--- src/video_pkg.sv ---
// ####################################################################
// Raster types shared by the beam counter, the sprite channels and
// the colour output stage. Import with a wildcard in the module header.
// ####################################################################

`default_nettype none

package video_pkg;

	// Beam and sprite coordinates
	localparam int COORD_W = 10;
	typedef logic [COORD_W-1:0] coord_t;

	// Palette colour index as sent to the display
	localparam int COLOR_W = 8;
	typedef logic [COLOR_W-1:0] color_t;

	// Upper half of the colour index, supplied per sprite
	localparam int PAL_HI_W = 4;
	typedef logic [PAL_HI_W-1:0] pal_hi_t;

	// Shown where no opaque sprite pixel lies
	localparam color_t BG_COLOR = 8'h00;

endpackage

`default_nettype wire

--- src/sprite_pkg.sv ---
// ####################################################################
// Sprite engine definitions: channel count, register map, external
// memory types and the pixel fetch state machine encoding.
// ####################################################################

`default_nettype none

package sprite_pkg;

	// Channel count and sprite geometry
	localparam int N_SPRITES       = 8;
	localparam int LOG2_SPRITES    = 3;
	localparam int SPRITE_DIM      = 16;
	localparam int LOG2_SPRITE_DIM = 4;

	typedef logic [LOG2_SPRITES-1:0] sprite_idx_t;

	// Register bus, ADDRESS = {zero[2:0], sprite[2:0], reg[3:0]}
	localparam int REG_ADDR_W = 10;
	localparam int REG_SEL_W  = 4;
	localparam int REG_DATA_W = 16;

	typedef logic [REG_ADDR_W-1:0] reg_addr_t;
	typedef logic [REG_DATA_W-1:0] reg_data_t;

	// Register offsets within one sprite
	localparam logic [REG_SEL_W-1:0] REG_X    = 4'd0;
	localparam logic [REG_SEL_W-1:0] REG_Y    = 4'd1;
	localparam logic [REG_SEL_W-1:0] REG_BASE = 4'd2;
	localparam logic [REG_SEL_W-1:0] REG_CTRL = 4'd3;

	// Control word fields
	localparam int CTRL_EN_BIT  = 0;
	localparam int CTRL_PAL_LSB = 4;

	// External bitmap memory, one pixel per word, low nibble 0 is transparent
	typedef logic [15:0] mem_addr_t;
	typedef logic [15:0] mem_data_t;

	typedef enum logic [1:0] {
		IDLE,
		READ_TOP,
		READ_SECOND,
		EMIT
	} fetch_state_t;

endpackage

`default_nettype wire

--- src/sprite_cand_if.sv ---
// ####################################################################
// Carries the two highest priority sprite hits from the sprite bank
// to the pixel fetch engine, tagged with their beam coordinates.
// ####################################################################

`timescale 1ns/1ps
`default_nettype none

interface sprite_cand_if
	import video_pkg::*;
	import sprite_pkg::*;
();

	// Topmost hitting sprite
	logic      top_valid;
	mem_addr_t top_addr;
	pal_hi_t   top_pal;

	// Next one down, fetched when the top pixel is transparent
	logic      second_valid;
	mem_addr_t second_addr;
	pal_hi_t   second_pal;

	// Beam position these candidates were computed for
	coord_t    cand_x;
	coord_t    cand_y;

	modport bank (
		output top_valid, top_addr, top_pal,
		output second_valid, second_addr, second_pal,
		output cand_x, cand_y
	);

	modport fetch (
		input top_valid, top_addr, top_pal,
		input second_valid, second_addr, second_pal,
		input cand_x, cand_y
	);

endinterface

`default_nettype wire

--- src/beam_counter.sv ---
// ####################################################################
// Tracks the raster position from the display's tick pulses.
// H_tick restarts the line, V_tick restarts the frame.
// ####################################################################

`timescale 1ns/1ps
`default_nettype none

module beam_counter
	import video_pkg::*;
(
	input  logic   CLK,
	input  logic   RSTb,
	input  logic   H_tick,
	input  logic   V_tick,
	output coord_t beam_x,
	output coord_t beam_y
);

	always_ff @(posedge CLK)
	begin
		if (!RSTb)
		begin
			beam_x <= '0;
			beam_y <= '0;
		end
		else
		begin
			// One pixel per clock along the line
			if (H_tick)
				beam_x <= '0;
			else
				beam_x <= beam_x + coord_t'(1);

			// Frame start wins over a coincident line start
			if (V_tick)
				beam_y <= '0;
			else if (H_tick)
				beam_y <= beam_y + coord_t'(1);
		end
	end

endmodule

`default_nettype wire

--- src/memory_sprite.sv ---
// ####################################################################
// One sprite channel. Holds the position, bitmap base and control
// registers and registers the hit test and pixel word address for
// the current beam position.
// ####################################################################

`timescale 1ns/1ps
`default_nettype none

module memory_sprite
	import video_pkg::*;
	import sprite_pkg::*;
(
	input  logic                 CLK,
	input  logic                 RSTb,
	input  logic                 wr,
	input  logic [REG_SEL_W-1:0] reg_sel,
	input  reg_data_t            wr_data,
	input  coord_t               beam_x,
	input  coord_t               beam_y,
	output logic                 hit,
	output mem_addr_t            pix_addr,
	output pal_hi_t              pal_hi
);

	coord_t    spr_x;
	coord_t    spr_y;
	mem_addr_t spr_base;
	logic      spr_en;
	pal_hi_t   spr_pal;

	coord_t    dx;
	coord_t    dy;
	logic      in_x;
	logic      in_y;
	mem_addr_t pix_off;

	// Register file
	always_ff @(posedge CLK)
	begin
		if (!RSTb)
		begin
			spr_x    <= '0;
			spr_y    <= '0;
			spr_base <= '0;
			spr_en   <= 1'b0;
			spr_pal  <= '0;
		end
		else if (wr)
		begin
			case (reg_sel)
				REG_X:    spr_x    <= coord_t'(wr_data);
				REG_Y:    spr_y    <= coord_t'(wr_data);
				REG_BASE: spr_base <= mem_addr_t'(wr_data);
				REG_CTRL:
				begin
					spr_en  <= wr_data[CTRL_EN_BIT];
					spr_pal <= wr_data[CTRL_PAL_LSB +: $bits(pal_hi_t)];
				end
				default: ;
			endcase
		end
	end

	// Offsets from the sprite origin; only trusted when beam >= origin
	assign dx = beam_x - spr_x;
	assign dy = beam_y - spr_y;

	assign in_x = (beam_x >= spr_x) && (dx < SPRITE_DIM);
	assign in_y = (beam_y >= spr_y) && (dy < SPRITE_DIM);

	// Row major 16x16 bitmap, one word per pixel
	assign pix_off = mem_addr_t'({dy[LOG2_SPRITE_DIM-1:0], dx[LOG2_SPRITE_DIM-1:0]});

	always_ff @(posedge CLK)
	begin
		if (!RSTb)
			hit <= 1'b0;
		else
			hit <= spr_en && in_x && in_y;
	end

	always_ff @(posedge CLK)
	begin
		pix_addr <= spr_base + pix_off;
		pal_hi   <= spr_pal;
	end

endmodule

`default_nettype wire

--- src/sprite_bank.sv ---
// ####################################################################
// Register write decode, the eight sprite channels and the top-two
// priority selector. Higher sprite numbers are drawn on top.
// ####################################################################

`timescale 1ns/1ps
`default_nettype none

module sprite_bank
	import video_pkg::*;
	import sprite_pkg::*;
(
	input  logic        CLK,
	input  logic        RSTb,
	input  reg_addr_t   ADDRESS,
	input  reg_data_t   DATA_IN,
	input  logic        WR,
	input  coord_t      beam_x,
	input  coord_t      beam_y,
	sprite_cand_if.bank cand
);

	logic                 wr_ok;
	sprite_idx_t          wr_idx;
	logic [N_SPRITES-1:0] wr_sp;
	logic [N_SPRITES-1:0] hit_vec;
	mem_addr_t            addr_vec [N_SPRITES];
	pal_hi_t              pal_vec  [N_SPRITES];

	logic                 top_found;
	logic                 sec_found;
	mem_addr_t            top_addr_n;
	mem_addr_t            sec_addr_n;
	pal_hi_t              top_pal_n;
	pal_hi_t              sec_pal_n;

	// Beam position aligned with the hit registers
	coord_t               beam_x_d;
	coord_t               beam_y_d;

	// Writes above the sprite register window are dropped
	assign wr_ok  = WR && (ADDRESS[REG_ADDR_W-1:REG_SEL_W+LOG2_SPRITES] == '0);
	assign wr_idx = ADDRESS[REG_SEL_W +: LOG2_SPRITES];

	for (genvar j = 0; j < N_SPRITES; j++)
	begin : g_sprite
		assign wr_sp[j] = wr_ok && (wr_idx == sprite_idx_t'(j));

		memory_sprite u_sprite (
			.CLK      (CLK),
			.RSTb     (RSTb),
			.wr       (wr_sp[j]),
			.reg_sel  (ADDRESS[REG_SEL_W-1:0]),
			.wr_data  (DATA_IN),
			.beam_x   (beam_x),
			.beam_y   (beam_y),
			.hit      (hit_vec[j]),
			.pix_addr (addr_vec[j]),
			.pal_hi   (pal_vec[j])
		);
	end

	// First two hits scanning down from the highest number
	always_comb
	begin
		top_found  = 1'b0;
		sec_found  = 1'b0;
		top_addr_n = '0;
		sec_addr_n = '0;
		top_pal_n  = '0;
		sec_pal_n  = '0;
		for (int k = N_SPRITES - 1; k >= 0; k--)
		begin
			if (hit_vec[k] && !top_found)
			begin
				top_found  = 1'b1;
				top_addr_n = addr_vec[k];
				top_pal_n  = pal_vec[k];
			end
			else if (hit_vec[k] && !sec_found)
			begin
				sec_found  = 1'b1;
				sec_addr_n = addr_vec[k];
				sec_pal_n  = pal_vec[k];
			end
		end
	end

	always_ff @(posedge CLK)
	begin
		if (!RSTb)
		begin
			cand.top_valid    <= 1'b0;
			cand.second_valid <= 1'b0;
			beam_x_d          <= '0;
			beam_y_d          <= '0;
			cand.cand_x       <= '0;
			cand.cand_y       <= '0;
		end
		else
		begin
			cand.top_valid    <= top_found;
			cand.second_valid <= sec_found;
			beam_x_d          <= beam_x;
			beam_y_d          <= beam_y;
			cand.cand_x       <= beam_x_d;
			cand.cand_y       <= beam_y_d;
		end
	end

	always_ff @(posedge CLK)
	begin
		cand.top_addr    <= top_addr_n;
		cand.top_pal     <= top_pal_n;
		cand.second_addr <= sec_addr_n;
		cand.second_pal  <= sec_pal_n;
	end

endmodule

`default_nettype wire

--- src/pixel_fetch.sv ---
// ####################################################################
// Reads the winning sprite pixel from external memory over the
// rvalid/rready pair and emits the palette colour with its beam
// coordinates. Falls through to the second sprite on a transparent
// pixel. Candidates arriving while busy are skipped.
// ####################################################################

`timescale 1ns/1ps
`default_nettype none

module pixel_fetch
	import video_pkg::*;
	import sprite_pkg::*;
(
	input  logic         CLK,
	input  logic         RSTb,
	sprite_cand_if.fetch cand,
	output mem_addr_t    memory_address,
	output logic         rvalid,
	input  mem_data_t    memory_data,
	input  logic         rready,
	output color_t       color_index,
	output logic         color_valid,
	output coord_t       color_x,
	output coord_t       color_y
);

	fetch_state_t state;

	// Second candidate and palettes held for the duration of a fetch
	logic         sec_valid;
	mem_addr_t    sec_addr;
	pal_hi_t      top_pal;
	pal_hi_t      sec_pal;

	logic [3:0]   pix_nib;
	logic         pix_opaque;

	assign pix_nib    = memory_data[3:0];
	assign pix_opaque = (pix_nib != 4'h0);

	always_ff @(posedge CLK)
	begin
		if (!RSTb)
		begin
			state       <= IDLE;
			rvalid      <= 1'b0;
			color_valid <= 1'b0;
		end
		else
		begin
			color_valid <= 1'b0;
			case (state)
				IDLE:
				begin
					color_x <= cand.cand_x;
					color_y <= cand.cand_y;
					if (cand.top_valid)
					begin
						memory_address <= cand.top_addr;
						rvalid         <= 1'b1;
						sec_valid      <= cand.second_valid;
						sec_addr       <= cand.second_addr;
						top_pal        <= cand.top_pal;
						sec_pal        <= cand.second_pal;
						state          <= READ_TOP;
					end
					else
					begin
						// Nothing under the beam
						color_index <= BG_COLOR;
						color_valid <= 1'b1;
					end
				end

				READ_TOP:
				begin
					if (rready)
					begin
						rvalid <= 1'b0;
						if (pix_opaque)
						begin
							color_index <= color_t'({top_pal, pix_nib});
							color_valid <= 1'b1;
							state       <= EMIT;
						end
						else if (sec_valid)
						begin
							memory_address <= sec_addr;
							state          <= READ_SECOND;
						end
						else
						begin
							color_index <= BG_COLOR;
							color_valid <= 1'b1;
							state       <= EMIT;
						end
					end
				end

				READ_SECOND:
				begin
					// rvalid rises again one cycle after the first read closed
					if (!rvalid)
						rvalid <= 1'b1;
					else if (rready)
					begin
						rvalid      <= 1'b0;
						color_index <= pix_opaque ? color_t'({sec_pal, pix_nib}) : BG_COLOR;
						color_valid <= 1'b1;
						state       <= EMIT;
					end
				end

				EMIT:
					state <= IDLE;

				default:
					state <= IDLE;
			endcase
		end
	end

endmodule

`default_nettype wire

--- src/sprite_controller.sv ---
// ####################################################################
// Sprite engine top level. Connects the beam counter, the sprite bank
// and the pixel fetch engine. Register writes come in on ADDRESS,
// DATA_IN and WR; bitmap pixels are read over rvalid/rready.
// ####################################################################

`timescale 1ns/1ps
`default_nettype none

module sprite_controller
	import video_pkg::*;
	import sprite_pkg::*;
(
	input  logic      CLK,
	input  logic      RSTb,
	input  reg_addr_t ADDRESS,
	input  reg_data_t DATA_IN,
	input  logic      WR,
	input  logic      V_tick,
	input  logic      H_tick,
	input  mem_data_t memory_data,
	input  logic      rready,
	output color_t    color_index,
	output logic      color_valid,
	output coord_t    color_x,
	output coord_t    color_y,
	output mem_addr_t memory_address,
	output logic      rvalid
);

	coord_t beam_x;
	coord_t beam_y;

	sprite_cand_if cand_bus ();

	beam_counter u_beam (
		.CLK    (CLK),
		.RSTb   (RSTb),
		.H_tick (H_tick),
		.V_tick (V_tick),
		.beam_x (beam_x),
		.beam_y (beam_y)
	);

	sprite_bank u_bank (
		.CLK     (CLK),
		.RSTb    (RSTb),
		.ADDRESS (ADDRESS),
		.DATA_IN (DATA_IN),
		.WR      (WR),
		.beam_x  (beam_x),
		.beam_y  (beam_y),
		.cand    (cand_bus.bank)
	);

	pixel_fetch u_fetch (
		.CLK            (CLK),
		.RSTb           (RSTb),
		.cand           (cand_bus.fetch),
		.memory_address (memory_address),
		.rvalid         (rvalid),
		.memory_data    (memory_data),
		.rready         (rready),
		.color_index    (color_index),
		.color_valid    (color_valid),
		.color_x        (color_x),
		.color_y        (color_y)
	);

endmodule

`default_nettype wire

--- config.mk ---
export PLATFORM = sky130hd
export DESIGN_NAME = sprite_controller
export DESIGN_NICKNAME = d
export VERILOG_FILES = /design/src/video_pkg.sv /design/src/sprite_pkg.sv /design/src/sprite_cand_if.sv /design/src/beam_counter.sv /design/src/memory_sprite.sv /design/src/sprite_bank.sv /design/src/pixel_fetch.sv /design/src/sprite_controller.sv
export SDC_FILE = /design/constraint.sdc
export NUM_CORES = 2
export LEC_CHECK = 0
export BUFFER_PORTS_ARGS = -buffer_cell sky130_fd_sc_hd__buf_4
export CORE_MARGIN = 1.5
export CORE_UTILIZATION = 65
export CTS_CLUSTER_SIZE = 40
export DETAILED_ROUTE_END_ITERATION = 16
export GPL_ROUTABILITY_DRIVEN = 0
export PLACE_DENSITY = 0.9
export SLEW_MARGIN = 25
export SYNTH_ARGS = -nofsm -noshare
export SYNTH_HDL_FRONTEND = slang
export SYNTH_SLANG_ARGS = --single-unit
--- constraint.sdc ---
create_clock -name CLK -period 8.19 [get_ports CLK]
set_input_delay 0.819 -clock CLK [delete_from_list [all_inputs] [get_ports CLK]]
set_output_delay 0.819 -clock CLK [all_outputs]
set_load 0.01 [all_outputs]
==> out/results.ini <==
[clock_network]
cts_hold_buf=0
clk_pin_slew_ns=0.06
cts.repair.resized=0
clockBufferDepth=3
clock_tree.root_cell=clkbuf_16
worstSkewPairLatency_ns=0.63
cts_setup_buffers=0
cts_tree=yes
cts_inserted_buffers=68
htreeDepth=3
cts_sinks=671

[yosys]
ys_seq_area_share_pct=41.8
ys_warn_count=0
synth-seq-cells=671
synth_ff_type=dfxtp_1
syn_avg_cell_area_um2=8.65
synthDistinctLibCells=81
syn-cell-area_um2=33800
netlist_instances=3907
synth_edf_count=69
syn_nets=4209
async_reset_ff_share_pct=0

[placement]
io_buffers=81
dpl.hpwl_um=61800

[sta]
slew_viol_final=0
finalHoldViolCount=0
rsz0062_at_grt=no
max_freq_ghz=0.207
hold_slack_ns=0.343
maxSlewHeadroom_pct=22.1
fin_skew_ns=0.0288
setup_tns_ns=0
finalSetupViolCount=0
worst_pin_slew_ns=1.17
min_period_ns=4.83
period_share_pct=59.0

[worst_hold_path]
hold_path_startpoint=u_bank.g_sprite[6].u_sprite.spr_pal[0]
hold_path_class=flip-flop to flip-flop
hold_end=u_bank.g_sprite[6].u_sprite.pal_hi[0]
hold_path_depth=0

[floorplan]
num_rows=83
start_util_pct=65.9
die_area_um2=53400
core_area_um2=51300
fp.dieW_um=231
io_pins=94
die_h_um=231

[critical_path]
r2r-end=u_bank.g_sprite[2].u_sprite.pix_addr[12]
worstPathArrival_ns=5.37
reg2reg_depth=11
r2r_slack_ns=3.36
r2r_start=u_beam.beam_x[1]
cp-end-kind=flip-flop
required_ns=8.72
worstSetupStartpointType=flip-flop
cp_max_fo=11
critPathKind=flip-flop to flip-flop

[route]
firstDrtPassIters=7
vias=29200
drt_iter0_markers=3348
drt_wl_total_um=94600
drcViolationCount=0
ant_nets=0
wl_per_cell_um=20.4
via_per_inst=6.28

[grt]
grt_util_all_layers_pct=35.1
grt_overflow=0
grt_max_degree=223
grt_pass1_wl_um=147000
first_global_vias=27800
antenna_found_initial=3

[power_and_ir_drop]
leakage_nw=14.6
p_per_area_nw_per_um2=189
ir_drop_v=0.000143

[flow_run]
drv_cap=0

[final_layout]
area_delta_synth_final_pct=10.0
nets=4215
drive_gt1_share_pct=7.87

[outcome]
status=finished, final reports clean

-- flip-flops by register name, summed over array words and instances, names as in the netlist, 16 cells and up --
name	flops
u_fetch.sec_addr	16
u_bank.cand.top_addr	16
u_bank.g_sprite.u_sprite.spr_y	80
u_bank.g_sprite.u_sprite.pix_addr	128
u_fetch.memory_address	16
u_bank.g_sprite.u_sprite.spr_pal	32
u_bank.g_sprite.u_sprite.pal_hi	32
u_bank.cand.second_addr	16
u_bank.g_sprite.u_sprite.spr_base	128
u_bank.g_sprite.u_sprite.spr_x	80
-- through the flow --
step           area [um2]  cells  power [mW]  utilization (%)  setup slack [ns]
4_1_cts             37200   4644        7.01             72.4              3.69
3_5_place_dp        34900   4523        3.87             68.0              3.69
2_1_floorplan       33800   3907        3.71                -              5.03
3_3_place_gp        34900   4523        3.86             68.0              3.88
5_1_grt             37200   4646        7.18             72.5              3.23
6_report            37200   4647        7.02             72.5              3.36
-- worst max path at each step --
stage,startpoint,end,cells after the start
6_report,u_beam.beam_x[1],u_bank.g_sprite[2].u_sprite.pix_addr[12],11
5_1_grt,u_beam.beam_x[1],u_bank.g_sprite[2].u_sprite.pix_addr[12],11
4_1_cts,u_beam.beam_x[1],u_bank.g_sprite[2].u_sprite.pix_addr[12],11
3_5_place_dp,u_beam.beam_x[1],u_bank.g_sprite[2].u_sprite.pix_addr[14],11
3_3_place_gp,u_beam.beam_x[1],u_bank.g_sprite[2].u_sprite.pix_addr[14],11
2_1_floorplan,u_beam.beam_x[1],u_bank.g_sprite[2].u_sprite.pix_addr[10],11
-- placed cells by master (no fill, tap or decap), drive strengths merged, types with 121 or more instances in the layout --
cell type | netlist | final
nand3 | 127 | 127
inv | 248 | 250
a21oi | 369 | 369
ha | 230 | 230
nor2 | 351 | 351
nand2 | 550 | 550
o21ai | 158 | 158
dfxtp | 602 | 602
mux2i | 122 | 122
xnor2 | 121 | 121
-- kinds of logic after synthesis --
logic type / synth area share (%)
XOR/XNOR: 4.30
buffers and inverters: 4.80
AO/OA/AOI/OAI: 15.8
AND/OR/NAND/NOR: 18.3
multiplexers: 4.95
flip-flops: 41.8
adder cells (fa/ha/maj): 9.97
-- cell type report --
| cell class | count | area [um2] |
|---|---|---|
| clock buffer | 98 | 2000 |
| sequential | 671 | 14100 |
| clock inverter | 23 | 279 |
| fill | 3561 | 14100 |
| timing repair buffer | 114 | 868 |
| inverter | 248 | 938 |
| tap | 680 | 851 |
| multi-input combinational | 2810 | 18100 |
| antenna | 3 | 7.51 |
-- power by group --
part	total [mW]	switching [mW]	internal, mW	leakage [nW]
Combinational	0.402	0.252	0.150	8.02
Sequential	3.41	0.0227	3.39	5.46
Clock	3.21	1.32	1.89	1.12
Total	7.02	1.59	5.42	14.6
-- synth_stat cells (all sizes together) (7+ instances only) --
master / instances / area share [%]
dfxtp: 602 / 36
nand2: 550 / 6.1
a21oi: 369 / 5.5
nor2: 351 / 4.0
inv: 248 / 2.8
ha: 230 / 8.5
clkbuf: 163 / 1.8
o21ai: 158 / 2.3
nand3: 127 / 1.9
mux2i: 122 / 3.6
xnor2: 121 / 3.1
edfxtp: 69 / 6.1
nor3: 53 / 0.79
nand2b: 49 / 0.91
and2: 46 / 0.85
nor2b: 46 / 0.85
xor2: 45 / 1.2
a221o: 41 / 1.2
mux2: 40 / 1.3
a21o: 37 / 0.82
nand4: 33 / 0.61
a31oi: 31 / 0.57
and3: 29 / 0.54
o21a: 26 / 0.58
a221oi: 24 / 0.62
fa: 24 / 1.4
a22oi: 23 / 0.51
a211oi: 21 / 0.47
nor4: 20 / 0.41
buf: 15 / 0.23
o22ai: 13 / 0.24
or2: 13 / 0.24
nor3b: 12 / 0.27
a2111oi: 11 / 0.30
o21bai: 11 / 0.24
or3: 11 / 0.20
or4: 10 / 0.24
nand3b: 9 / 0.20
o31a: 9 / 0.23
a21boi: 8 / 0.18
o2111ai: 7 / 0.18
-- metal layers --
layer / GRT usage, % / part of all wire [%] / vias up
met1: 42.0 / 37 / 13500
met4: 25.2 / 7.6 / 2
met2: 55.6 / 44 / 1663
met3: 7.93 / 11 / 432
met5: 0 / 0.011 / -
li1: - / - / 13500
-- worst max-delay path, cell delays in order (launching register included) --
cell       delay (ns)
dfxtp_1          0.84
inv_1            0.65
fa_1             0.63
xnor2_1          0.46
ha_1             0.38
a21o_1           0.18
a21oi_1          0.23
o21ai_0          0.19
a2111oi_0        0.67
nor4b_1          0.22
nand2_1          0.16
xnor2_1          0.13
No activity file was read; power rests on OpenSTA's default activity.
